`src/source/video_pkg.sv`:
```
/*
 * Shared constants and types for the tile video subsystem.
 * Every RTL file refers to these by scoped name, and the testbench
 * uses the same definitions for its reference model.
 */
package video_pkg;

    // Raster size in pixels and lines
    localparam logic [8:0] h_total   = 9'd384;
    localparam logic [8:0] h_visible = 9'd320;
    localparam logic [8:0] v_total   = 9'd262;
    localparam logic [8:0] v_visible = 9'd224;

    // Sync windows, start inclusive and end exclusive
    localparam logic [8:0] hs_start = 9'd336;
    localparam logic [8:0] hs_end   = 9'd368;
    localparam logic [8:0] vs_start = 9'd240;
    localparam logic [8:0] vs_end   = 9'd243;

    // CPU register space, one 16-bit word per index
    localparam int         reg_count      = 8;
    localparam logic [2:0] reg_hpos1      = 3'd0;
    localparam logic [2:0] reg_vpos1      = 3'd1;
    localparam logic [2:0] reg_hpos2      = 3'd2;
    localparam logic [2:0] reg_vpos2      = 3'd3;
    localparam logic [2:0] reg_map1_base  = 3'd4;
    localparam logic [2:0] reg_map2_base  = 3'd5;
    localparam logic [2:0] reg_layer_ctrl = 3'd6;
    localparam logic [2:0] reg_backdrop   = 3'd7;

    // CPU region select
    localparam logic region_reg = 1'b0;
    localparam logic region_pal = 1'b1;

    localparam logic [3:0] transparent_pen = 4'd15;
    // Layer 3 + mixer 1 + palette 1
    localparam int         pipe_ticks      = 5;

    typedef struct packed {
        logic        we;
        logic        region;
        logic [8:0]  addr;
        logic [1:0]  be_n;
        logic [15:0] data;
    } cpu_write_t;

    typedef struct packed {
        logic [8:0] hdump;
        logic [8:0] vdump;
        logic       hblank;
        logic       vblank;
    } raster_t;

    typedef struct packed {
        logic [15:0] hpos;
        logic [15:0] vpos;
        logic [15:0] map_base;
    } scroll_t;

    typedef struct packed {
        logic       layer1_en;
        logic       layer2_en;
        logic       layer2_on_top;
        logic [8:0] backdrop;
    } layer_ctrl_t;

    typedef struct packed {
        logic [3:0] group;
        logic [3:0] color;
        logic       opaque;
    } layer_pxl_t;

    typedef struct packed {
        logic [7:0] red;
        logic [7:0] green;
        logic [7:0] blue;
    } rgb_t;

endpackage

```
`src/source/video_layer.sv`:
```
/*
 * One scroll layer. Maps the raster position through the scroll
 * offset to a tile map word, then to a graphics word, then to a
 * 4-bit pen. Three pixel-enable ticks from position to pixel.
 * tile_size selects 8x8 or 16x16 tiles on a 64x64 map.
 */
`timescale 1ns/10ps

module video_layer #(
    parameter int tile_size = 8
) (
    input  logic                    clk,
    input  logic                    rst,
    input  logic                    pxl_cen,
    input  video_pkg::raster_t      raster,
    input  video_pkg::scroll_t      scroll,
    output logic [15:0]             map_addr,
    input  logic [15:0]             map_data,
    output logic [19:0]             gfx_addr,
    input  logic [15:0]             gfx_data,
    output video_pkg::layer_pxl_t   pxl
);

    localparam int tile_bits = $clog2(tile_size);
    // Graphics words per tile row, as a bit count
    localparam int word_bits = tile_bits - 2;

    logic [15:0]                     x;
    logic [15:0]                     y;
    logic [11:0]                     map_index;
    logic [11+tile_bits+word_bits:0] tile_word;

    logic [tile_bits-1:0] xf1;
    logic [tile_bits-1:0] yf1;
    logic [3:0]           group2;
    logic [1:0]           xs2;
    logic [3:0]           pen;

    always_comb begin
        x = {7'd0, raster.hdump} + scroll.hpos;
        y = {7'd0, raster.vdump} + scroll.vpos;
        // Row and column wrap at 64 tiles
        map_index = {y[tile_bits+5:tile_bits], x[tile_bits+5:tile_bits]};
    end

    // Tile code, fine row, then word within the row
    assign tile_word = {map_data[11:0], yf1, xf1[tile_bits-1:2]};

    // Leftmost pixel sits in the top nibble
    assign pen = gfx_data[{~xs2, 2'b11} -: 4];

    // Map lookup stage, then graphics lookup stage
    always_ff @(posedge clk) begin
        if (pxl_cen) begin
            map_addr <= scroll.map_base + {4'd0, map_index};
            xf1      <= x[tile_bits-1:0];
            yf1      <= y[tile_bits-1:0];

            gfx_addr <= 20'(tile_word);
            group2   <= map_data[15:12];
            xs2      <= xf1[1:0];
        end
    end

    always_ff @(posedge clk or posedge rst) begin
        if (rst) begin
            pxl <= '0;
        end else if (pxl_cen) begin
            pxl.group  <= group2;
            pxl.color  <= pen;
            pxl.opaque <= pen != video_pkg::transparent_pen;
        end
    end

endmodule

```
`config.mk`:
```
export PLATFORM = sky130hd
export DESIGN_NAME = video_layer
export DESIGN_NICKNAME = d
export VERILOG_FILES = /design/src/source/video_pkg.sv /design/src/source/video_layer.sv
export SDC_FILE = /design/constraint.sdc
export NUM_CORES = 1
export LEC_CHECK = 0
export BUFFER_PORTS_ARGS = -buffer_cell sky130_fd_sc_hd__buf_2
export CORE_ASPECT_RATIO = 1.1
export CORE_UTILIZATION = 42
export DETAILED_ROUTE_END_ITERATION = 10
export GPL_TIMING_DRIVEN = 1
export PLACE_DENSITY = 0.84
export SKIP_LAST_GASP = 1
export SLEW_MARGIN = 10
export SYNTH_ARGS = -nofsm -noshare
export SYNTH_HDL_FRONTEND = slang
export SYNTH_SLANG_ARGS = --single-unit
```
`constraint.sdc`:
```
create_clock -name clk -period 1.4 [get_ports clk]
set_input_delay 0.35 -clock clk [delete_from_list [all_inputs] [get_ports clk]]
set_output_delay 0.35 -clock clk [all_outputs]
set_load 0.02 [all_outputs]
```
==> run summary <==
Outcome: complete, but fails checks
Failing checks: setup timing
Via density: 5.03
Clock tree buffer depth: 2
Vias in the first global route: 2526
R2r endpoint: pxl[0]
Chip width: 83.1 µm
Total GRT Usage: 18.5%
Crit-path slowest cell: fa_2
Combinational power share: 44.2%
Fillers: 518
WHS Endpoint: gfx_addr[7]
Synth warnings: 0
Placed Area: 4190 µm²
Crit path from: raster[11]
Total gr overflow: 0
CTS Buf Count: 5
Worst R2R Path Depth: 4
Switching power: 1.84 mW
Sequence of cells on the critical path: buf_6, ha_4, fa_2, a21o_1, buf_6, a21oi_4, xnor2_2, buf_4, ha_1, nand3_1, a211oi_4, nor2_2, o2111ai_1, and4_1
Worst setup margin: -1.39 ns
Final Skew: 0.00504 ns
Detailed placer's ending HPWL: 5590 µm
Most frequent CP cell: buf_6
Met2 GRT Util: 34.0%
Port-buffer cells: 127
Area of the multi-input gates: 1670 µm²
Pint: 3.74 mW
Non-filler cells, final: 510
Initial antenna violation count: 0
DR vias: 2563
Area growth syn-to-layout: 51.7%
Max Fclk: 359 MHz
Largest cells by area after synthesis: edfxtp_1 (43%), ha_1 (12%), dfrtp_1 (7.4%)
Met1 global-route usage: 20.7%
Hold Violations, Final: 0
Synth cell types: 40
Register area: 1550 µm²
Hold_ws: 0.215 ns
RSZ-0062 raised after global routing: yes
CTS clk-pin slew, worst paths: 0.09 ns
First-pass GRT wire length: 11200 µm
Skew-Pair Late Insertion Delay: 0.30 ns
Post-synthesis register bit count: 53
Critical Path RT: 1.58 ns
Max transition margin: 65.0%
Max rail drop VDD: 0.847 mV
Min-Delay Path Class: in -> reg
Mapped Avg Cell Area: 12.9 µm²
Fraction of layout cells with a size suffix above 1: 59.5%
Worst slew pin tran: 0.525 ns
Slew Viols, Final: 0
Cell Count Post-Placement: 486
Largest net degree at the start of global routing: 38
CP startpoint kind: input port
Final setup TNS: -17.94 ns
Initial Util: 43.4%
Final setup vio count: 19
Pwr Density: 1210 nW/µm²
Hold Startpoint: map_data[3]
Synth Cell Area: 3040 µm²
1st-iter DRT viols: 126
Clk sinks: 53
CTS Root Cell: clkbuf_8
First-pass DRT Iterations: 4
Core area: 7010 µm²
Post-DR wirelength/cell: 14.5 µm
Critical R2R Launch: xs2[0]
Drt total wl: 7390 µm
Max incr delay on CP: 0.34 ns
Post-route cell area: 4620 µm²
DRC Markers: 0
Tmin final: 2.79 ns
Final period util: 199%
Synth Instances: 235
Layer with the highest usage: met2
I/O pin count: 148
Pleak: 2.08 nW
CP Max Fanout: 3
Clock group share of total power: 18.1%
Hold Path Stages: 1
Critical path endpoint category: flop
Gpl congestion: 0.834
Setup CP Type: in -> reg
Area share of the largest cell type after synthesis: 43.4%
Die H: 91.3 µm
Die ar.: 7590 µm²
Cell Rows: 32
Net Sw Frac: 33.0%
Met3 usage: 2.45%
Largest area contributor in the netlist: edfxtp_1
Flop2flop setup slack: -0.03 ns
Sequential share of power: 37.7%
Final #Nets: 558
Crit path DAT: 2.96 ns
Register area share after synthesis: 50.8%
CTS H-tree depth: 2
Post-route ant nets: 0
CTS tree: built
Maximum capacitance violations: 0
Ant. Diodes: 0
cells by family (layout without fill, tap and decap cells):
group / after synthesis / after routing / share of synthesized area [%]
fa+ha+maj: 31 / 31 / 13.5
buf+inv: 12 / 199 / 1.97
flops: 53 / 53 / 50.8
mux: 12 / 12 / 6.42
other cells: 1 / 4 / 0.123
xor+xnor: 28 / 28 / 8.06
compound gates: 51 / 51 / 11.4
simple gates: 47 / 47 / 7.73
placed cells by master (no fill, tap or decap), drive strengths merged, types with 5 or more instances in the layout:
master / count
a211oi: 5
a21oi: 16
buf: 183
clkbuf: 5
dfrtp: 9
edfxtp: 44
ha: 28
inv: 7
mux2: 8
nand2: 9
nor2: 20
o21ai: 13
xnor2: 17
xor2: 11
Yosys cell counts:
library cell and count:
a31oi_1 1, a211oi_1 4, clkbuf_1 1, a21boi_1 1
o31ai_2 1, dfrtp_1 9, o22ai_1 1, o2111ai_1 1
o21a_1 2, buf_4 4, and4_1 2, or3_1 2
nor2b_1 3, nor2_1 20, mux4_1 4, mux2_2 8
conb_1 1, xnor2_1 17, a21o_1 4, o41ai_2 2
a21oi_1 14, o211ai_1 2, ha_1 28, nor3b_1 1
a21oi_2 2, a211oi_2 1, o21ai_0 10, nand2b_1 1
nor3_1 4, inv_1 7, nor2b_4 1, xor2_1 11
o21ai_1 3, a22oi_1 1, edfxtp_1 44, o31a_1 1
nor4b_2 1, nand3_1 3, fa_1 3, nand2_1 9
worst max-delay path: cells and delay by family:
| family | cells | cell delay [ns] |
|---|---|---|
| fa+ha+maj | 3 | 0.79 |
| simple gates | 3 | 0.50 |
| xor+xnor | 1 | 0.10 |
| buf+inv | 3 | 0.36 |
| compound gates | 4 | 0.85 |
per-layer routing:
layer / part of all wire, % / vias to the layer above
met5: 0 / -
met4: 2.7 / 0
met3: 4.8 / 17
met2: 53 / 96
met1: 40 / 1202
li1: - / 1248
state kept, by name, summed over array words and instances (netlist names):
| name | flops |
|---|---|
| gfx_addr | 16 |
| map_addr | 16 |
| pxl | 9 |
| group2 | 4 |
| xf1 | 3 |
| yf1 | 3 |
| xs2 | 2 |
cell type report:
class / count / share of cell area, %
Clock inverter: 3 / 0.895
Tap cell: 85 / 2.30
Clock buffer: 5 / 1.49
Inverter: 7 / 0.569
Timing Repair Buffer: 184 / 25.0
Sequential cell: 53 / 33.5
Multi-Input combinational cell: 173 / 36.2
power by group through the flow:
stage	registers [mW]	logic, mW	clock network (mW)
finish	2.10	2.47	1.01
global route	2.13	2.65	1.08
CTS	2.10	2.28	1.04
detailed placement	2.14	2.08	0
global placement	2.13	2.02	0
floorplan	2.42	0.969	0
worst max path at each step:
stage | end | slack (ns) | cells past startpoint
after floorplan | map_addr[12] | -1.46 | 13
after global placement | map_addr[12] | -1.69 | 14
after detailed placement | map_addr[12] | -1.73 | 14
after CTS | map_addr[12] | -1.33 | 12
after global routing | map_addr[11] | -1.51 | 14
final | map_addr[11] | -1.39 | 14
metrics by stage:
| stage | power [mW] | util [%] | worst slack [ns] |
|---|---|---|---|
| after floorplan | 3.39 | - | -1.46 |
| after global placement | 4.15 | 59.7 | -1.69 |
| after detailed placement | 4.23 | 59.7 | -1.73 |
| after CTS | 5.43 | 63.9 | -1.33 |
| after global routing | 5.86 | 65.9 | -1.51 |
| final | 5.58 | 65.9 | -1.39 |
repair_timing:
item	CTS	global route
endpoints found under the hold margin	9	0
hold buffers	1	0
pin swaps	19	38
gates resized for setup	31	24
endpoints found under the setup margin	20	21
setup buffers	10	6
Power figures use the tool's default switching activity.
