### src/source/video_pkg.sv
/*
 * Shared constants and types for the tile video subsystem.
 * Every RTL file refers to these by scoped name, and the testbench
 * uses the same definitions for its reference model.
 */
package video_pkg;

    // Raster size in pixels and lines
    localparam logic [8:0] h_total   = 9'd384;
    localparam logic [8:0] h_visible = 9'd320;
    localparam logic [8:0] v_total   = 9'd262;
    localparam logic [8:0] v_visible = 9'd224;

    // Sync windows, start inclusive and end exclusive
    localparam logic [8:0] hs_start = 9'd336;
    localparam logic [8:0] hs_end   = 9'd368;
    localparam logic [8:0] vs_start = 9'd240;
    localparam logic [8:0] vs_end   = 9'd243;

    // CPU register space, one 16-bit word per index
    localparam int         reg_count      = 8;
    localparam logic [2:0] reg_hpos1      = 3'd0;
    localparam logic [2:0] reg_vpos1      = 3'd1;
    localparam logic [2:0] reg_hpos2      = 3'd2;
    localparam logic [2:0] reg_vpos2      = 3'd3;
    localparam logic [2:0] reg_map1_base  = 3'd4;
    localparam logic [2:0] reg_map2_base  = 3'd5;
    localparam logic [2:0] reg_layer_ctrl = 3'd6;
    localparam logic [2:0] reg_backdrop   = 3'd7;

    // CPU region select
    localparam logic region_reg = 1'b0;
    localparam logic region_pal = 1'b1;

    localparam logic [3:0] transparent_pen = 4'd15;
    // Layer 3 + mixer 1 + palette 1
    localparam int         pipe_ticks      = 5;

    typedef struct packed {
        logic        we;
        logic        region;
        logic [8:0]  addr;
        logic [1:0]  be_n;
        logic [15:0] data;
    } cpu_write_t;

    typedef struct packed {
        logic [8:0] hdump;
        logic [8:0] vdump;
        logic       hblank;
        logic       vblank;
    } raster_t;

    typedef struct packed {
        logic [15:0] hpos;
        logic [15:0] vpos;
        logic [15:0] map_base;
    } scroll_t;

    typedef struct packed {
        logic       layer1_en;
        logic       layer2_en;
        logic       layer2_on_top;
        logic [8:0] backdrop;
    } layer_ctrl_t;

    typedef struct packed {
        logic [3:0] group;
        logic [3:0] color;
        logic       opaque;
    } layer_pxl_t;

    typedef struct packed {
        logic [7:0] red;
        logic [7:0] green;
        logic [7:0] blue;
    } rgb_t;

endpackage

### src/source/video_mmr.sv
/*
 * CPU register block. Eight 16-bit words with active-low byte enables,
 * combinational readback, and decode into the scroll and layer
 * control structs used by the pixel datapath.
 */
`timescale 1ns/10ps

module video_mmr (
    input  logic                     clk,
    input  logic                     rst,
    input  video_pkg::cpu_write_t    cpu,
    output logic [15:0]              mmr_dout,
    output video_pkg::scroll_t       scroll1,
    output video_pkg::scroll_t       scroll2,
    output video_pkg::layer_ctrl_t   layer_ctrl
);

    logic [15:0] regs [video_pkg::reg_count];
    logic        addr_hit;
    logic        reg_we;

    // Only the lowest eight words of the space are populated
    assign addr_hit = cpu.addr[8:3] == 6'd0;
    assign reg_we   = cpu.we && cpu.region == video_pkg::region_reg && addr_hit;

    always_ff @(posedge clk or posedge rst) begin
        if (rst) begin
            for (int i = 0; i < video_pkg::reg_count; i++) begin
                regs[i] <= 16'd0;
            end
        end else if (reg_we) begin
            if (!cpu.be_n[1]) begin
                regs[cpu.addr[2:0]][15:8] <= cpu.data[15:8];
            end
            if (!cpu.be_n[0]) begin
                regs[cpu.addr[2:0]][7:0] <= cpu.data[7:0];
            end
        end
    end

    // Readback ignores the strobe
    assign mmr_dout = addr_hit ? regs[cpu.addr[2:0]] : 16'd0;

    always_comb begin
        scroll1.hpos     = regs[video_pkg::reg_hpos1];
        scroll1.vpos     = regs[video_pkg::reg_vpos1];
        scroll1.map_base = regs[video_pkg::reg_map1_base];

        scroll2.hpos     = regs[video_pkg::reg_hpos2];
        scroll2.vpos     = regs[video_pkg::reg_vpos2];
        scroll2.map_base = regs[video_pkg::reg_map2_base];
    end

    // Control bits 2:0 are enables and priority, the rest are spare
    always_comb begin
        layer_ctrl.layer1_en     = regs[video_pkg::reg_layer_ctrl][0];
        layer_ctrl.layer2_en     = regs[video_pkg::reg_layer_ctrl][1];
        layer_ctrl.layer2_on_top = regs[video_pkg::reg_layer_ctrl][2];
        layer_ctrl.backdrop      = regs[video_pkg::reg_backdrop][8:0];
    end

endmodule

### config.mk
export PLATFORM = sky130hd
export DESIGN_NAME = video_mmr
export DESIGN_NICKNAME = d
export VERILOG_FILES = /design/src/source/video_pkg.sv /design/src/source/video_mmr.sv
export SDC_FILE = /design/constraint.sdc
export NUM_CORES = 1
export LEC_CHECK = 0
export BUFFER_PORTS_ARGS = -buffer_cell sky130_fd_sc_hd__buf_2
export CORE_MARGIN = 2
export CORE_UTILIZATION = 49
export DETAILED_ROUTE_END_ITERATION = 8
export PLACE_DENSITY = 0.8
export SETUP_SLACK_MARGIN = 0.4
export SLEW_MARGIN = 10
export SYNTH_ARGS = -nofsm -noshare
export SYNTH_HDL_FRONTEND = slang
export SYNTH_SLANG_ARGS = --single-unit
### constraint.sdc
create_clock -name clk -period 3.58 [get_ports clk]
set_input_delay 0.179 -clock clk [delete_from_list [all_inputs] [get_ports clk]]
set_output_delay 0.179 -clock clk [all_outputs]
set_load 0.02 [all_outputs]
==> results.json, run 1 <==
{
  "drt-total-wl_um": 17700,
  "synth_seq_cells": 128,
  "fp-row-count": 43,
  "rsz0062_at_grt": "false",
  "ys.flop_type": "dfrtp_1",
  "path_class": "in2out",
  "place.detailed.hpwl_um": 11900,
  "grt_max_degree": 129,
  "tightest_slew_ns": 0.704,
  "first_iter_violations": 451,
  "post-route-drc-count": 0,
  "synth.most_common_cell": "mux2_2",
  "r2r.worst_path.cells": 1,
  "worst_slack_ns": 1.18,
  "cts_hold_buf": 1,
  "gp_congestion": 0.833,
  "ys_seq_area_share_pct": 46.4,
  "worstPathRequired_ns": 3.40,
  "syn_nets": 567,
  "cts_resized": 0,
  "antenna_cells": 0,
  "r2r_end": "scroll1[46]",
  "powerDensity_nw_per_um2": 470,
  "run_status": "finished clean",
  "ys_top_cells_by_area": "dfrtp_1, mux2_2, buf_4",
  "yosysTopAreaCell": "dfrtp_1",
  "slowest_stage": "clkinv_1",
  "cts-root-buf": "clkbuf_16",
  "async_reset_ff_share_pct": 100,
  "p_leak_uw": 0.00414,
  "antenna_left": 0,
  "worstPathArrival_ns": 2.22,
  "vias": 4541,
  "syn_area_um2": 6900,
  "yosys_warnings": 0,
  "peakVddDrop_uv": 327,
  "syn_area_per_cell_um2": 12.9,
  "clock_path_buffers": 2,
  "cts_setup_buffers": 0,
  "clock-sinks": 128,
  "synth_edf_count": 0,
  "synth_cell_types": 34,
  "drive_gt1_share_pct": 59.6,
  "synth_commonest_cells": "mux2_2, dfrtp_1, buf_4",
  "critPathLaunch": "cpu[20]",
  "pre_cts_slack_ns": 1.33,
  "grt_antenna_before_repair": 0,
  "final_max_slew_viol_count": 0,
  "tns_ns": 0,
  "nNetsFinal": 622,
  "min-delay-start": "cpu[11]",
  "coreArea_um2": 13800,
  "r2r_start": "scroll1[46]",
  "initial_utilization_pct": 49.9,
  "wire_per_inst_um": 22.6,
  "setup-violations-final": 0,
  "startpoint_type": "input pin",
  "first_global_vias": 4767,
  "max_slew_margin_pct": 53.1,
  "hold_path.class": "in2reg",
  "max_freq_mhz": 417,
  "crit_fanout": 27,
  "cts-buffers-inserted": 17,
  "first_pass_iters": 5,
  "cts_tree": "built",
  "htree_levels": 4,
  "port_buffers": 154,
  "setup.worst_path.end_class": "output port",
  "grt_pass1_wl_um": 26800,
  "holdPathEnd": "regs[11]",
  "track_usage_pct": 24.0,
  "finClkSkew_ns": 0,
  "design.die.area_um2": 15100,
  "clock_latency_ns": 0.42,
  "die_w_um": 123,
  "fillCellCount": 1088,
  "min_period_over_period_pct": 66.9,
  "finalCriticalPeriod_ns": 2.40,
  "cpMostUsedCell": "buf_2",
  "drt-vias-per-instance": 5.79,
  "crit_chain": "buf_2, clkinv_1, a221oi_1, nor2_1, o21a_1, buf_2",
  "io_pins": 155,
  "holdPathStages": 2,
  "maxCapViolations": 0,
  "synthToLayoutAreaGrowth_pct": 12.1,
  "clk_transition_reported_paths_ns": 0.06,
  "yosysTopAreaCellShare_pct": 46.4,
  "cpPeakStageDelay_ns": 0.59,
  "hold_viol": 0,
  "rrSetupSlack_ns": 2.77,
  "grt-ovfl-total": 0,
  "synthCells": 536,
  "dieHeight_um": 123
}
## sequential cells by signal, indices dropped and copies added, names as in the netlist
signal,count
scroll2,48
scroll1,48
regs,20
layer_ctrl,12
## how the worst max path moves through the flow
stage	endpoint	slack, ns	cells after the start
3_3_place_gp	mmr_dout[14]	1.35	6
4_1_cts	mmr_dout[13]	1.21	6
5_1_grt	mmr_dout[13]	1.11	6
2_1_floorplan	layer_ctrl[0]	1.82	1
6_report	mmr_dout[13]	1.18	6
3_5_place_dp	mmr_dout[14]	1.33	6
## kinds of logic after synthesis
logic type      synth area share, %
mux                            27.6
flops                          46.4
compound gates                 5.78
simple gates                   6.67
buf+inv                        13.6
## metrics by stage
stage	util [%]	cell area (um2)	hold WS (ns)	cells	power (uW)
finish	55.9	7740	0.0956	784	3630
global route	55.9	7740	0.100	784	3730
CTS	55.9	7740	0.0940	784	3640
detailed placement	51.0	7050	0.434	751	1690
global placement	51.0	7050	0.419	751	1680
floorplan	-	6910	0.329	536	1620
## layout by cell type, fill, tap and decap left out, types with 2 or more instances in the layout
master | netlist | final
o221ai_1 | 2 | 2
clkbuf_16 | 0 | 17
mux2i_1 | 18 | 18
mux4_1 | 3 | 3
and2_1 | 2 | 2
a22oi_1 | 6 | 6
nand2_1 | 7 | 7
buf_2 | 10 | 154
a21oi_1 | 7 | 7
a211oi_1 | 4 | 4
nand3_1 | 7 | 7
nand3_4 | 3 | 3
clkbuf_8 | 0 | 4
buf_4 | 111 | 7
nor2_1 | 15 | 15
dfrtp_1 | 128 | 128
a221oi_1 | 15 | 15
o21a_1 | 9 | 9
a31oi_1 | 4 | 4
mux4_2 | 5 | 5
nor3_4 | 4 | 4
clkinv_4 | 0 | 2
and3_1 | 2 | 2
o22ai_1 | 5 | 5
mux2_2 | 136 | 136
clkinvlp_4 | 0 | 3
nand3_2 | 13 | 13
or2_2 | 2 | 2
nor2b_1 | 6 | 6
bufinv_16 | 0 | 5
inv_6 | 0 | 2
## cell type report
type	count	area, um2	area share, %
clock inverter	11	200	2.59
inverter	2	11.3	0.146
clock buffer	21	480	6.21
multi-input combinational	279	2760	35.7
sequential	128	3200	41.4
tap	180	225	2.91
timing repair buffer	163	853	11.0
## layer usage
| metal | vias to the layer above | GRT usage, % | part of all wire [%] |
|---|---|---|---|
| met3 | 34 | 6.41 | 5.9 |
| met1 | 2369 | 29.9 | 41 |
| li1 | 1966 | - | - |
| met5 | - | 0 | 0 |
| met4 | 0 | 10.8 | 2.4 |
| met2 | 172 | 39.1 | 51 |
## where the power goes
group	total, uW	switching (uW)	internal [uW]
registers	1470	9.26	1460
logic	199	138	60.7
clock network	1970	650	1320
total	3630	798	2840
## critical path, delay by kind of cell
kind,cells,cell delay [ns]
and+or+nand+nor,1,0.09
buffers and inverters,3,1.29
AOI/OAI and AO/OA,2,0.64
(Power assumes the default switching activity.)
==> inputs of run 2 (changes only) <==
CORE_UTILIZATION = 55   (was 49)
PLACE_DENSITY = 0.85   (was 0.8)
clock period = 2.32 ns   (was 3.58 ns; I/O delays follow)
==> results.json, run 2 (same netlist as run 1, synthesis figures left out) <==
{
  "first_global_vias": 4713,
  "max_freq_mhz": 520,
  "path_class": "reg2out",
  "min_period_over_period_pct": 83.0,
  "vias": 4599,
  "rsz0062_at_grt": "true",
  "register_area_um2": 3200,
  "tns_ns": 0,
  "clock-sinks": 128,
  "fin_util_pct": 63.7,
  "antenna_cells": 0,
  "synthToLayoutAreaGrowth_pct": 11.7,
  "crit_fanout": 2,
  "rrSetupSlack_ns": 1.37,
  "nNetsFinal": 631,
  "antenna_left": 0,
  "holdPathStages": 2,
  "p_leak_uw": 0.00415,
  "first_iter_violations": 275,
  "power_frac_seq_pct": 46.1,
  "fp-row-count": 40,
  "hold_path.class": "in2reg",
  "design.die.area_um2": 13500,
  "top_layer": "met4",
  "grt-ovfl-total": 0,
  "wire_per_inst_um": 22.3,
  "first_pass_iters": 4,
  "r2r_end": "scroll1[30]",
  "wl_met3_um": 1430,
  "clock_latency_ns": 0.41,
  "multiInputGateArea_um2": 2800,
  "io_pins": 155,
  "initial_utilization_pct": 57.0,
  "worst_slack_ns": 0.395,
  "place_area_um2": 7120,
  "post-route-drc-count": 0,
  "p_switching_uw": 1120,
  "r2r.worst_path.cells": 2,
  "peakVddDrop_uv": 436,
  "r2r_start": "scroll1[30]",
  "setup.worst_path.end_class": "output port",
  "power.internal_uw": 3800,
  "drive_gt1_share_pct": 60.7,
  "m1WireLength_um": 6850,
  "cts-buffers-inserted": 17,
  "pwr-share-comb_pct": 6.7,
  "final_common_cell": "buf_2",
  "fillCellCount": 903,
  "run_status": "finished clean",
  "cts-root-buf": "clkbuf_16",
  "met2WireLength_um": 8720,
  "die_w_um": 116,
  "setup-violations-final": 0,
  "drt-total-wl_um": 17400,
  "cts_tree": "built",
  "grt_antenna_before_repair": 0,
  "worstPathArrival_ns": 1.81,
  "grt_max_degree": 39,
  "clockPowerShare_pct": 47.2,
  "finClkSkew_ns": 0,
  "hold_viol": 0,
  "holdPathEnd": "regs[24]",
  "track_usage_pct": 26.5,
  "port_buffers": 154,
  "clk_transition_reported_paths_ns": 0.05,
  "coreArea_um2": 12100,
  "power_switching_share_pct": 22.8,
  "gp_congestion": 0.851,
  "worstPathRequired_ns": 2.20,
  "most-common-layout-cells": "buf_2, mux2_2, dfrtp_1, mux2i_1, clkbuf_16",
  "final_max_slew_viol_count": 0,
  "finalCriticalPeriod_ns": 1.92,
  "power.total_uw": 4920,
  "maxCapViolations": 0,
  "dieHeight_um": 116,
  "startpoint_type": "register",
  "grt_pass1_wl_um": 26300,
  "powerDensity_nw_per_um2": 638,
  "htree_levels": 4,
  "min-delay-start": "cpu[8]",
  "final_area_um2": 7710,
  "place.detailed.hpwl_um": 12000,
  "max_slew_margin_pct": 48.3,
  "tightest_slew_ns": 0.774,
  "pre_cts_slack_ns": 0.305,
  "clock_path_buffers": 2,
  "drt-vias-per-instance": 5.89
}
run 2: cell types whose count changed in the layout (fill, tap and decap cells not counted), sizes merged:
cell      change
buf           +6
bufinv        -5
clkbuf        +7
clkinv        +5
clkinvlp      -2
inv           -2
run 2: worst max-delay path by stage:
stage	start	end	slack (ns)	cells after the start
6_report	scroll1[30]	mmr_dout[14]	0.40	5
5_1_grt	scroll1[30]	mmr_dout[14]	0.31	5
4_1_cts	scroll1[30]	mmr_dout[14]	0.42	5
3_5_place_dp	cpu[20]	scroll1[0]	0.30	5
3_3_place_gp	cpu[20]	mmr_dout[13]	0.35	6
2_1_floorplan	rst	layer_ctrl[0]	0.62	1
run 2: layout make-up:
cell class,instances,share of cell area (%)
sequential,128,41.5
multi-input combinational,279,36.2
clock buffer,25,6.29
clock inverter,7,0.454
inverter,2,0.162
tap,168,2.73
timing repair buffer,172,12.6
run 2: critical path, stage by stage (launching register included):
cell      delay, ns
dfrtp_1        0.41
mux2_2         0.29
a221oi_2       0.25
o22ai_1        0.12
and2_1         0.17
buf_2          0.15
run 2: stage by stage:
stage / instances / hold slack [ns]
2_1_floorplan: 536 / 0.266
3_3_place_gp: 746 / 0.268
3_5_place_dp: 746 / 0.278
4_1_cts: 780 / 0.0372
5_1_grt: 781 / 0.0508
6_report: 781 / 0.0478
run 2: repair_timing:
action                                  4_1_cts  5_1_grt
endpoints found under the setup margin        5       13
resized for setup                             3       11
pin swaps                                     0        2
hold buffers                                  1        0
buffers inserted                              1        1
endpoints found under the hold margin        28        0
run 2: power by group through the flow:
stage | logic, uW | registers [uW] | clock network (uW)
after floorplan | 204 | 2300 | 0
after global placement | 312 | 2300 | 0
after detailed placement | 321 | 2310 | 0
after CTS | 327 | 2270 | 2340
after global routing | 359 | 2270 | 2470
final | 332 | 2270 | 2320
run 2: layer usage:
layer  vias to the layer above  track usage (%)
met5                         -                0
met1                      2376             33.5
met3                        34             9.36
li1                       1985                -
met2                       204             41.0
met4                         0             12.5
