`src/source/video_pkg.sv`:
```
/*
 * Shared constants and types for the tile video subsystem.
 * Every RTL file refers to these by scoped name, and the testbench
 * uses the same definitions for its reference model.
 */
package video_pkg;

    // Raster size in pixels and lines
    localparam logic [8:0] h_total   = 9'd384;
    localparam logic [8:0] h_visible = 9'd320;
    localparam logic [8:0] v_total   = 9'd262;
    localparam logic [8:0] v_visible = 9'd224;

    // Sync windows, start inclusive and end exclusive
    localparam logic [8:0] hs_start = 9'd336;
    localparam logic [8:0] hs_end   = 9'd368;
    localparam logic [8:0] vs_start = 9'd240;
    localparam logic [8:0] vs_end   = 9'd243;

    // CPU register space, one 16-bit word per index
    localparam int         reg_count      = 8;
    localparam logic [2:0] reg_hpos1      = 3'd0;
    localparam logic [2:0] reg_vpos1      = 3'd1;
    localparam logic [2:0] reg_hpos2      = 3'd2;
    localparam logic [2:0] reg_vpos2      = 3'd3;
    localparam logic [2:0] reg_map1_base  = 3'd4;
    localparam logic [2:0] reg_map2_base  = 3'd5;
    localparam logic [2:0] reg_layer_ctrl = 3'd6;
    localparam logic [2:0] reg_backdrop   = 3'd7;

    // CPU region select
    localparam logic region_reg = 1'b0;
    localparam logic region_pal = 1'b1;

    localparam logic [3:0] transparent_pen = 4'd15;
    // Layer 3 + mixer 1 + palette 1
    localparam int         pipe_ticks      = 5;

    typedef struct packed {
        logic        we;
        logic        region;
        logic [8:0]  addr;
        logic [1:0]  be_n;
        logic [15:0] data;
    } cpu_write_t;

    typedef struct packed {
        logic [8:0] hdump;
        logic [8:0] vdump;
        logic       hblank;
        logic       vblank;
    } raster_t;

    typedef struct packed {
        logic [15:0] hpos;
        logic [15:0] vpos;
        logic [15:0] map_base;
    } scroll_t;

    typedef struct packed {
        logic       layer1_en;
        logic       layer2_en;
        logic       layer2_on_top;
        logic [8:0] backdrop;
    } layer_ctrl_t;

    typedef struct packed {
        logic [3:0] group;
        logic [3:0] color;
        logic       opaque;
    } layer_pxl_t;

    typedef struct packed {
        logic [7:0] red;
        logic [7:0] green;
        logic [7:0] blue;
    } rgb_t;

endpackage

```
`src/source/video_timing.sv`:
```
/*
 * Raster timing generator. Horizontal and vertical counters advance
 * on the pixel enable; blank and sync flags are registered decodes
 * of the next count, so they line up with hdump and vdump.
 */
`timescale 1ns/10ps

module video_timing (
    input  logic                 clk,
    input  logic                 rst,
    input  logic                 pxl_cen,
    output video_pkg::raster_t   raster,
    output logic                 hsync,
    output logic                 vsync
);

    logic [8:0] h_next;
    logic [8:0] v_next;
    logic       line_start;

    // Next tick begins a new line
    assign line_start = raster.hdump == video_pkg::h_total - 9'd1;

    always_comb begin
        h_next = line_start ? 9'd0 : raster.hdump + 9'd1;
        v_next = raster.vdump;
        if (line_start) begin
            if (raster.vdump == video_pkg::v_total - 9'd1) begin
                v_next = 9'd0;
            end else begin
                v_next = raster.vdump + 9'd1;
            end
        end
    end

    always_ff @(posedge clk or posedge rst) begin
        if (rst) begin
            raster <= '0;
            hsync  <= 1'b0;
            vsync  <= 1'b0;
        end else if (pxl_cen) begin
            raster.hdump  <= h_next;
            raster.vdump  <= v_next;
            raster.hblank <= h_next >= video_pkg::h_visible;
            raster.vblank <= v_next >= video_pkg::v_visible;
            hsync <= h_next >= video_pkg::hs_start && h_next < video_pkg::hs_end;
            vsync <= v_next >= video_pkg::vs_start && v_next < video_pkg::vs_end;
        end
    end

endmodule

```
`config.mk`:
```
export PLATFORM = sky130hd
export DESIGN_NAME = video_timing
export DESIGN_NICKNAME = d
export VERILOG_FILES = /design/src/source/video_pkg.sv /design/src/source/video_timing.sv
export SDC_FILE = /design/constraint.sdc
export NUM_CORES = 1
export LEC_CHECK = 0
export ABC_AREA = 1
export CAP_MARGIN = 30
export CORE_MARGIN = 2
export CORE_UTILIZATION = 60
export CTS_CLUSTER_SIZE = 28
export DETAILED_ROUTE_END_ITERATION = 10
export DONT_BUFFER_PORTS = 1
export GPL_TIMING_DRIVEN = 0
export PLACE_DENSITY = 0.76
export SETUP_SLACK_MARGIN = 0.5
export SLEW_MARGIN = 20
export SYNTH_ARGS = -nofsm -noshare
export SYNTH_HDL_FRONTEND = slang
export SYNTH_SLANG_ARGS = --single-unit
```
`constraint.sdc`:
```
create_clock -name clk -period 3.6 [get_ports clk]
set_clock_uncertainty 0.2 [all_clocks]
set_input_delay 0.72 -clock clk [delete_from_list [all_inputs] [get_ports clk]]
set_output_delay 0.72 -clock clk [all_outputs]
set_load 0.005 [all_outputs]
```
==> results of run 1 <==
-- sequential cells by signal, indices dropped and copies added, names as in the netlist --
| signal | count |
|---|---|
| vsync | 1 |
| hsync | 1 |
| raster | 20 |
-- kinds of logic after synthesis --
logic type,synth area share [%]
compound gates,9.51
flops,39.9
fa+ha+maj,2.72
buf+inv,8.79
simple gates,36.6
xor+xnor,2.54
-- critical path, stage by stage, from the launching register on --
cell and delay (ns):
dfrtp_1 0.45, ha_1 0.20, nand2_2 0.08, nor2_4 0.13, nand3_2 0.11, buf_6 0.16
nand2_1 0.06, nand2_1 0.08, nor3_2 0.20, nand2_1 0.07, nand2_1 0.06
-- metal layers --
| metal | wire, um | vias to the layer above | global-route usage, % |
|---|---|---|---|
| li1 | - | 639 | - |
| met5 | 0 | - | 0 |
| met4 | 46 | 0 | 11.8 |
| met3 | 192 | 5 | 6.03 |
| met1 | 1310 | 585 | 31.6 |
| met2 | 1470 | 41 | 42.4 |
-- final cells by class --
cell class                 instances  area (sq um)
fill                             195           723
multi-input combinational        146           709
sequential                        22           551
inverter                          26          97.6
clock buffer                       4          36.3
tap                               28          35.0
buffer                             4          23.8
timing repair buffer               1          15.0
-- where the power goes --
group / switching (mW) / internal [mW]
logic: 0.102 / 0.0593
registers: 0.0644 / 0.289
clock network: 0.0770 / 0.0618
total: 0.244 / 0.411
-- through the flow --
step	cell area, sq um	total power, mW
6_report	1470	0.654
5_1_grt	1470	0.701
4_1_cts	1450	0.657
3_5_place_dp	1420	0.519
3_3_place_gp	1420	0.510
2_1_floorplan	1380	0.474
-- worst paths after layout --
path | endpoint | slack [ns] | startpoint
hold reg to reg | raster[1] | 0.32 | raster[1]
hold / removal | raster[18] | 0.08 | rst
setup / recovery | vsync | 1.74 | raster[11]
setup reg to reg | vsync | 1.74 | raster[11]
max in group asynchronous | raster[15] | 2.68 | rst
min in group clk | raster[1] | 0.32 | raster[1]
-- cells in the final DEF, fill, tap and decap left out, types with 2 or more instances in the layout --
master and instances:
nand2_1 69, inv_1 25, dfrtp_1 22, nor2_1 16, o21ai_0 15, nand3_1 14, nand4_1 5, nand2_2 3
o22ai_1 3, xor2_1 3, ha_1 3, clkbuf_4 3, nor2_2 2, nand3_2 2, clkbuf_1 2, a21oi_1 2
==> key figures, run 1 <==
Yosys
  – Synth Instances: 198
  – Area contributors post-synth: dfrtp_1 40%, nand2_1 19%, inv_1 6.8%, o21ai_0 5.4%, nand3_1 5.1%
  – Post-Syn Nets: 204
  – Largest area contributor in the netlist: dfrtp_1
  – Most frequent cell after synthesis: nand2_1
  – Seq/Total Area, Yosys: 39.9%
  – #FFs+latches synth: 22
  – Library cells used by synthesis: 27
  – Post-Syn Area: 0.00138 sq mm
  – Top FF cell, synth: dfrtp_1
  – EDFF count, synth: 0
  – Most frequent cells after synthesis: 69 x nand2_1, 25 x inv_1, 22 x dfrtp_1, 16 x nor2_1, 15 x o21ai_0
  – Avg Inst Size Synth: 6.98 sq um
  – Area share of the largest cell type after synthesis: 39.9%
  – Ys async rst share: 100%
  – Yosys warns: 0

Clock network
  – CTS Sinks: 22
  – Setup bufs post-CTS: 0
  – Clock transition at path regs: 0.13 ns
  – TritonCTS Buffers: 3
  – CTS tree: yes
  – Post-CTS resize count: 0
  – Deepest clock path buffer count: 2
  – Clk root buf: clkbuf_4
  – Hold-fix buffers, CTS: 0
  – H-tree levels: 1
  – Skew-Pair Late Insertion Delay: 0.31 ns

Floorplanning
  – Die width: 52.0 um
  – Die ar.: 0.00270 sq mm
  – Initial Util: 63.0%
  – Row Count: 17
  – # IOs: 25
  – Core area: 0.00219 sq mm
  – Die Y: 52.0 um

Critical path
  – Crit end category: register
  – Worst Path Required: 3.66 ns
  – Reg2reg path depth: 10
  – Critical path fanouts, max: 10
  – Worst Setup Start Kind: register
  – Crit path DAT: 1.92 ns
  – Setup CP Type: reg -> reg

Timing
  – Fin crit share: 51.7%
  – RSZ-0062 raised after global routing: false
  – Worst hold margin: 0.0794 ns
  – Setup-failing EPs final: 0
  – Final worst slack: 1.74 ns
  – Post-route setup TNS: 0 ns
  – Slew @ Worst Pin: 0.459 ns
  – Max Slew Vio Count: 0
  – Fmax: 0.538 GHz
  – Min cycle time layout: 1.86 ns
  – Final Hold Viols: 0
  – Max-slew headroom: 69.4%

Place
  – Place WS: 1.74 ns
  – RePlAce Congestion: 0.850
  – Port Buffers: 0
  – Final HPWL DP: 2280 um
  – Placed cells: 226

Global route
  – First-pass GRT wire length: 5110 um
  – Gr usage total: 25.7%
  – Initial antenna violation count: 0
  – Overflow after GRT: 0
  – Largest net degree at the start of global routing: 23
  – Vias in the first global route: 1192

Route
  – Routed length per instance: 13.1 um
  – Post-route ant nets: 0
  – Routed wire length: 3020 um
  – DRC: 0
  – Via count: 1270
  – Vias/cell: 5.50
  – Pre-antenna DRT Iters: 5
  – Initial detailed-routing violation count: 32

Power
  – P_leak: 0.768 nW
  – PD cells: 446 mW/mm^2
  – Max VDD drop: 0.339 mV

Final layout
  – Core Util, Final: 67.0%
  – Layout Nets: 210
  – Cell Count, Final, Fillers Out: 231
  – Layout area overhead: 6.25%
  – Share of cells above drive strength 1: 8.87%
  – Diodes inserted: 0

Run
  – Max Cap Violations: 0

Status
  – Status: complete, no violations

Min path
  – Worst Hold Class: in -> async
Note: power is estimated with default switching activity, not from simulation.
==> run 2: changes to the inputs <==
Settings changed: ABC_AREA 1 to 0.
Clock period 3.6 ns to 1.85 ns, I/O delays scaled along.
==> run 2 against run 1 <==
Compared with the run above: the run now ends with hold timing, setup timing left; critical path type unchanged; sequential share of layout area down 9.8 points; highest routed layer unchanged; largest power group unchanged; sequential power grew 86%; cell count shrank 8.7%; critical endpoint unchanged.
==> key figures, run 2 <==
Clock network
  – CTS Sinks: 22 (unchanged)
  – TritonCTS Buffers: 3 (unchanged)
  – Deepest clock path buffer count: 2 (unchanged)
  – Clock transition at path regs: 0.13 ns (about the same)
  – Clk root buf: clkbuf_4
  – H-tree levels: 1 (unchanged)
  – Skew-Pair Late Insertion Delay: 0.32 ns (about the same)
  – CTS tree: yes

Place
  – Final HPWL DP: 2370 um (+3.9%)
  – RePlAce Congestion: 0.825 (-3.0%)
  – Place WS: -0.365 ns (-2.10 ns)
  – Port Buffers: 0 (unchanged)

Route
  – Vias/cell: 6.47 (+18%)
  – Via count: 1366 (+7.6%)
  – Post-route ant nets: 0 (unchanged)
  – Routed wire length: 3870 um (+28%)
  – Pre-antenna DRT Iters: 4 (-1)
  – Initial detailed-routing violation count: 17 (-47%)
  – Routed length per instance: 18.3 um (+40%)
  – DRC: 0 (unchanged)

Yosys
  – Ys async rst share: 100% (unchanged)
  – #FFs+latches synth: 22 (unchanged)
  – Post-Syn Area: 0.00153 sq mm (+11%)
  – Compound-gate portion of the synthesized area: 18.4% (+8.9 points)
  – Most frequent cell after synthesis: dfrtp_1
  – Most frequent cells after synthesis: 22 x dfrtp_1, 18 x nand2_1, 8 x o21ai_0, 7 x nor2_1
  – Largest area contributor in the netlist: dfrtp_1
  – Synth Instances: 157 (-21%)
  – Library cells used by synthesis: 58 (+110%)
  – Largest family of logic cells by synthesized area: simple AND/OR/NAND/NOR gates
  – Area contributors post-synth: dfrtp_1 36%, nand2_1 4.4%, buf_6 3.0%, o21ai_0 2.6%, ha_1 2.5%
  – Post-Syn Nets: 163 (-20%)
  – Fraction of synthesized area in multiplexers: 3.52% (+3.5 points)
  – Avg Inst Size Synth: 9.72 sq um (+39%)
  – Seq/Total Area, Yosys: 36.1% (-3.8 points)
  – EDFF count, synth: 0 (unchanged)
  – Synth Area in Adders: 2.46% (-0.26 points)
  – Area share of the largest cell type after synthesis: 36.1% (-3.8 points)
  – Post-Synth Simple-Gate Area: 27.6% (-9.0 points)
  – Yosys warns: 0 (unchanged)
  – Post-Synth XOR/XNOR Area: 4.02% (+1.5 points)
  – Top FF cell, synth: dfrtp_1

Run
  – Max Cap Violations: 0 (unchanged)

Critical path
  – Worst Setup Start Kind: register
  – Worst Path Required: 1.89 ns (-1.77 ns)
  – Critical path fanouts, max: 7 (-3)
  – Setup CP Type: reg -> reg
  – Crit path DAT: 2.21 ns (+0.29 ns)
  – Crit end category: register

Global route
  – Gr usage total: 27.6% (+1.8 points)
  – Overflow after GRT: 0 (unchanged)
  – Initial antenna violation count: 0 (unchanged)
  – Largest net degree at the start of global routing: 23 (unchanged)
  – First-pass GRT wire length: 5800 um (+14%)
  – Vias in the first global route: 1299 (+9.0%)

Status
  – Failing checks: hold timing, setup timing
  – Status: finished with violations

Timing
  – Max-slew headroom: 42.0% (-27 points)
  – Setup-failing EPs final: 9 (+9)
  – Final worst slack: -0.321 ns (-2.06 ns)
  – Fin crit share: 117% (+66 points)
  – Max Slew Vio Count: 0 (unchanged)
  – Slew @ Worst Pin: 0.870 ns (+0.411 ns)
  – Worst hold margin: -0.0977 ns (-0.177 ns)
  – Final Hold Viols: 22 (+22)
  – Min cycle time layout: 2.17 ns (+0.311 ns)
  – Fmax: 0.461 GHz (-14%)
  – RSZ-0062 raised after global routing: true

Final layout
  – Top register by number of flip-flops: raster
  – Diodes inserted: 0 (unchanged)
  – Register Area: 564 sq um (+2.5%)
  – Top flop regs: raster x20, hsync x1, vsync x1
  – Most frequent cells in the layout: 18 x buf_6, 15 x nand2_1, 11 x dfrtp_1, 11 x dfrtp_2, 8 x buf_4
  – Largest register FFs: 20 (unchanged)
  – Share of cells above drive strength 1: 49.7% (+41 points)
  – Layout Nets: 188 (-10%)
  – Commonest non-fill, non-tap cell in the layout: buf_6
  – Layout area overhead: 33.3%
  – # fillers: 135 (-31%)
  – Multi-input logic area: 0.00107 sq mm (+50%)

Floorplanning
  – Die width: 54.4 um (+4.7%)
  – Die Y: 54.4 um (+4.7%)
  – # IOs: 25 (unchanged)
  – Initial Util: 62.2% (-0.87 points)
  – Row Count: 18 (+1)
  – Core area: 0.00245 sq mm (+12%)
  – Die ar.: 0.00296 sq mm (+9.7%)

Power
  – P_leak: 0.852 nW (+11%)
  – Max VDD drop: 0.625 mV (+84%)
  – PD cells: 603 mW/mm^2 (+35%)

Min path
  – Worst Hold Class: in -> async
[run 2: cell types whose count changed in the layout (fill, tap and decap cells not counted), moves of 8 or more]
cell,before,now
nand2_1,69,15
o21ai_0,15,3
dfrtp_1,22,11
buf_6,1,18
nand3_1,14,3
nor2_1,16,5
buf_4,0,8
dfrtp_2,0,11
inv_1,25,4
[run 2: area by class of cell]
| class | instances | area share [%] |
|---|---|---|
| Buffer | 11 | 5.90 |
| Clock buffer | 4 | 1.78 |
| Inverter | 5 | 0.923 |
| Multi-Input combinational cell | 119 | 52.4 |
| Sequential cell | 22 | 27.7 |
| Tap cell | 30 | 1.85 |
| Timing Repair Buffer | 20 | 9.41 |
[run 2: worst paths after layout]
check / end / slack [ns] / from / cells past startpoint
setup / recovery: vsync / -0.32 / raster[3] / 8
hold / removal: raster[6] / -0.1 / rst / 1
setup reg to reg: vsync / -0.32 / raster[3] / 8
hold reg to reg: raster[8] / 0.37 / raster[8] / 1
max in group asynchronous: raster[15] / 0.96 / rst / 1
min in group clk: raster[3] / 0.20 / pxl_cen / 3
[run 2: report_power, final]
group	internal (mW)	switching [mW]	leakage [nW]
Sequential	0.539	0.121	0.270
Clock	0.121	0.159	0.0210
Combinational	0.151	0.137	0.561
Total	0.811	0.417	0.852
[run 2: routing by layer]
metal	global-route usage, %	up-vias	share of wire [%]	wire length, um
li1	-	627	-	-
met1	30.9	678	39	1520
met2	47.6	48	53	2050
met3	7.38	13	4.9	189
met4	14.2	0	2.7	106
met5	0	-	0	0
[run 2: through the flow]
step	area, sq um	instances	util (%)	power (mW)	TNS (ns)
after floorplan	1600	157	-	0.827	-0.232
after global placement	1640	187	66.8	0.863	-0.849
after detailed placement	1640	187	66.8	0.885	-1.23
after CTS	1860	202	75.8	1.18	-1.29
after global routing	2030	211	82.9	1.29	-2.69
final	2030	211	82.9	1.23	-1.73
[run 2: what timing repair did]
action	4_1_cts	5_1_grt
gates cloned	0	1
hold endpoints to repair	22	22
pin swaps	12	15
gates resized for setup	31	24
setup endpoints to repair	32	34
setup buffers	11	8
[run 2: cells by family (layout without fill, tap and decap cells)]
group	count (synthesis)	count (layout)
and+or+nand+nor	65	65
AOI/OAI and AO/OA	39	39
DFF	22	22
buffers and inverters	16	40
xor gates and xnor gates	7	7
muxes	5	5
adders and majority gates	3	3
[run 2: worst max-delay path, stage by stage (launching register included)]
cell and delay (ns):
dfrtp_2 0.50, inv_2 0.09, ha_4 0.11, and4bb_1 0.21, and2_4 0.15, buf_6 0.10
o211ai_2 0.10, a211o_1 0.33, o41ai_2 0.30
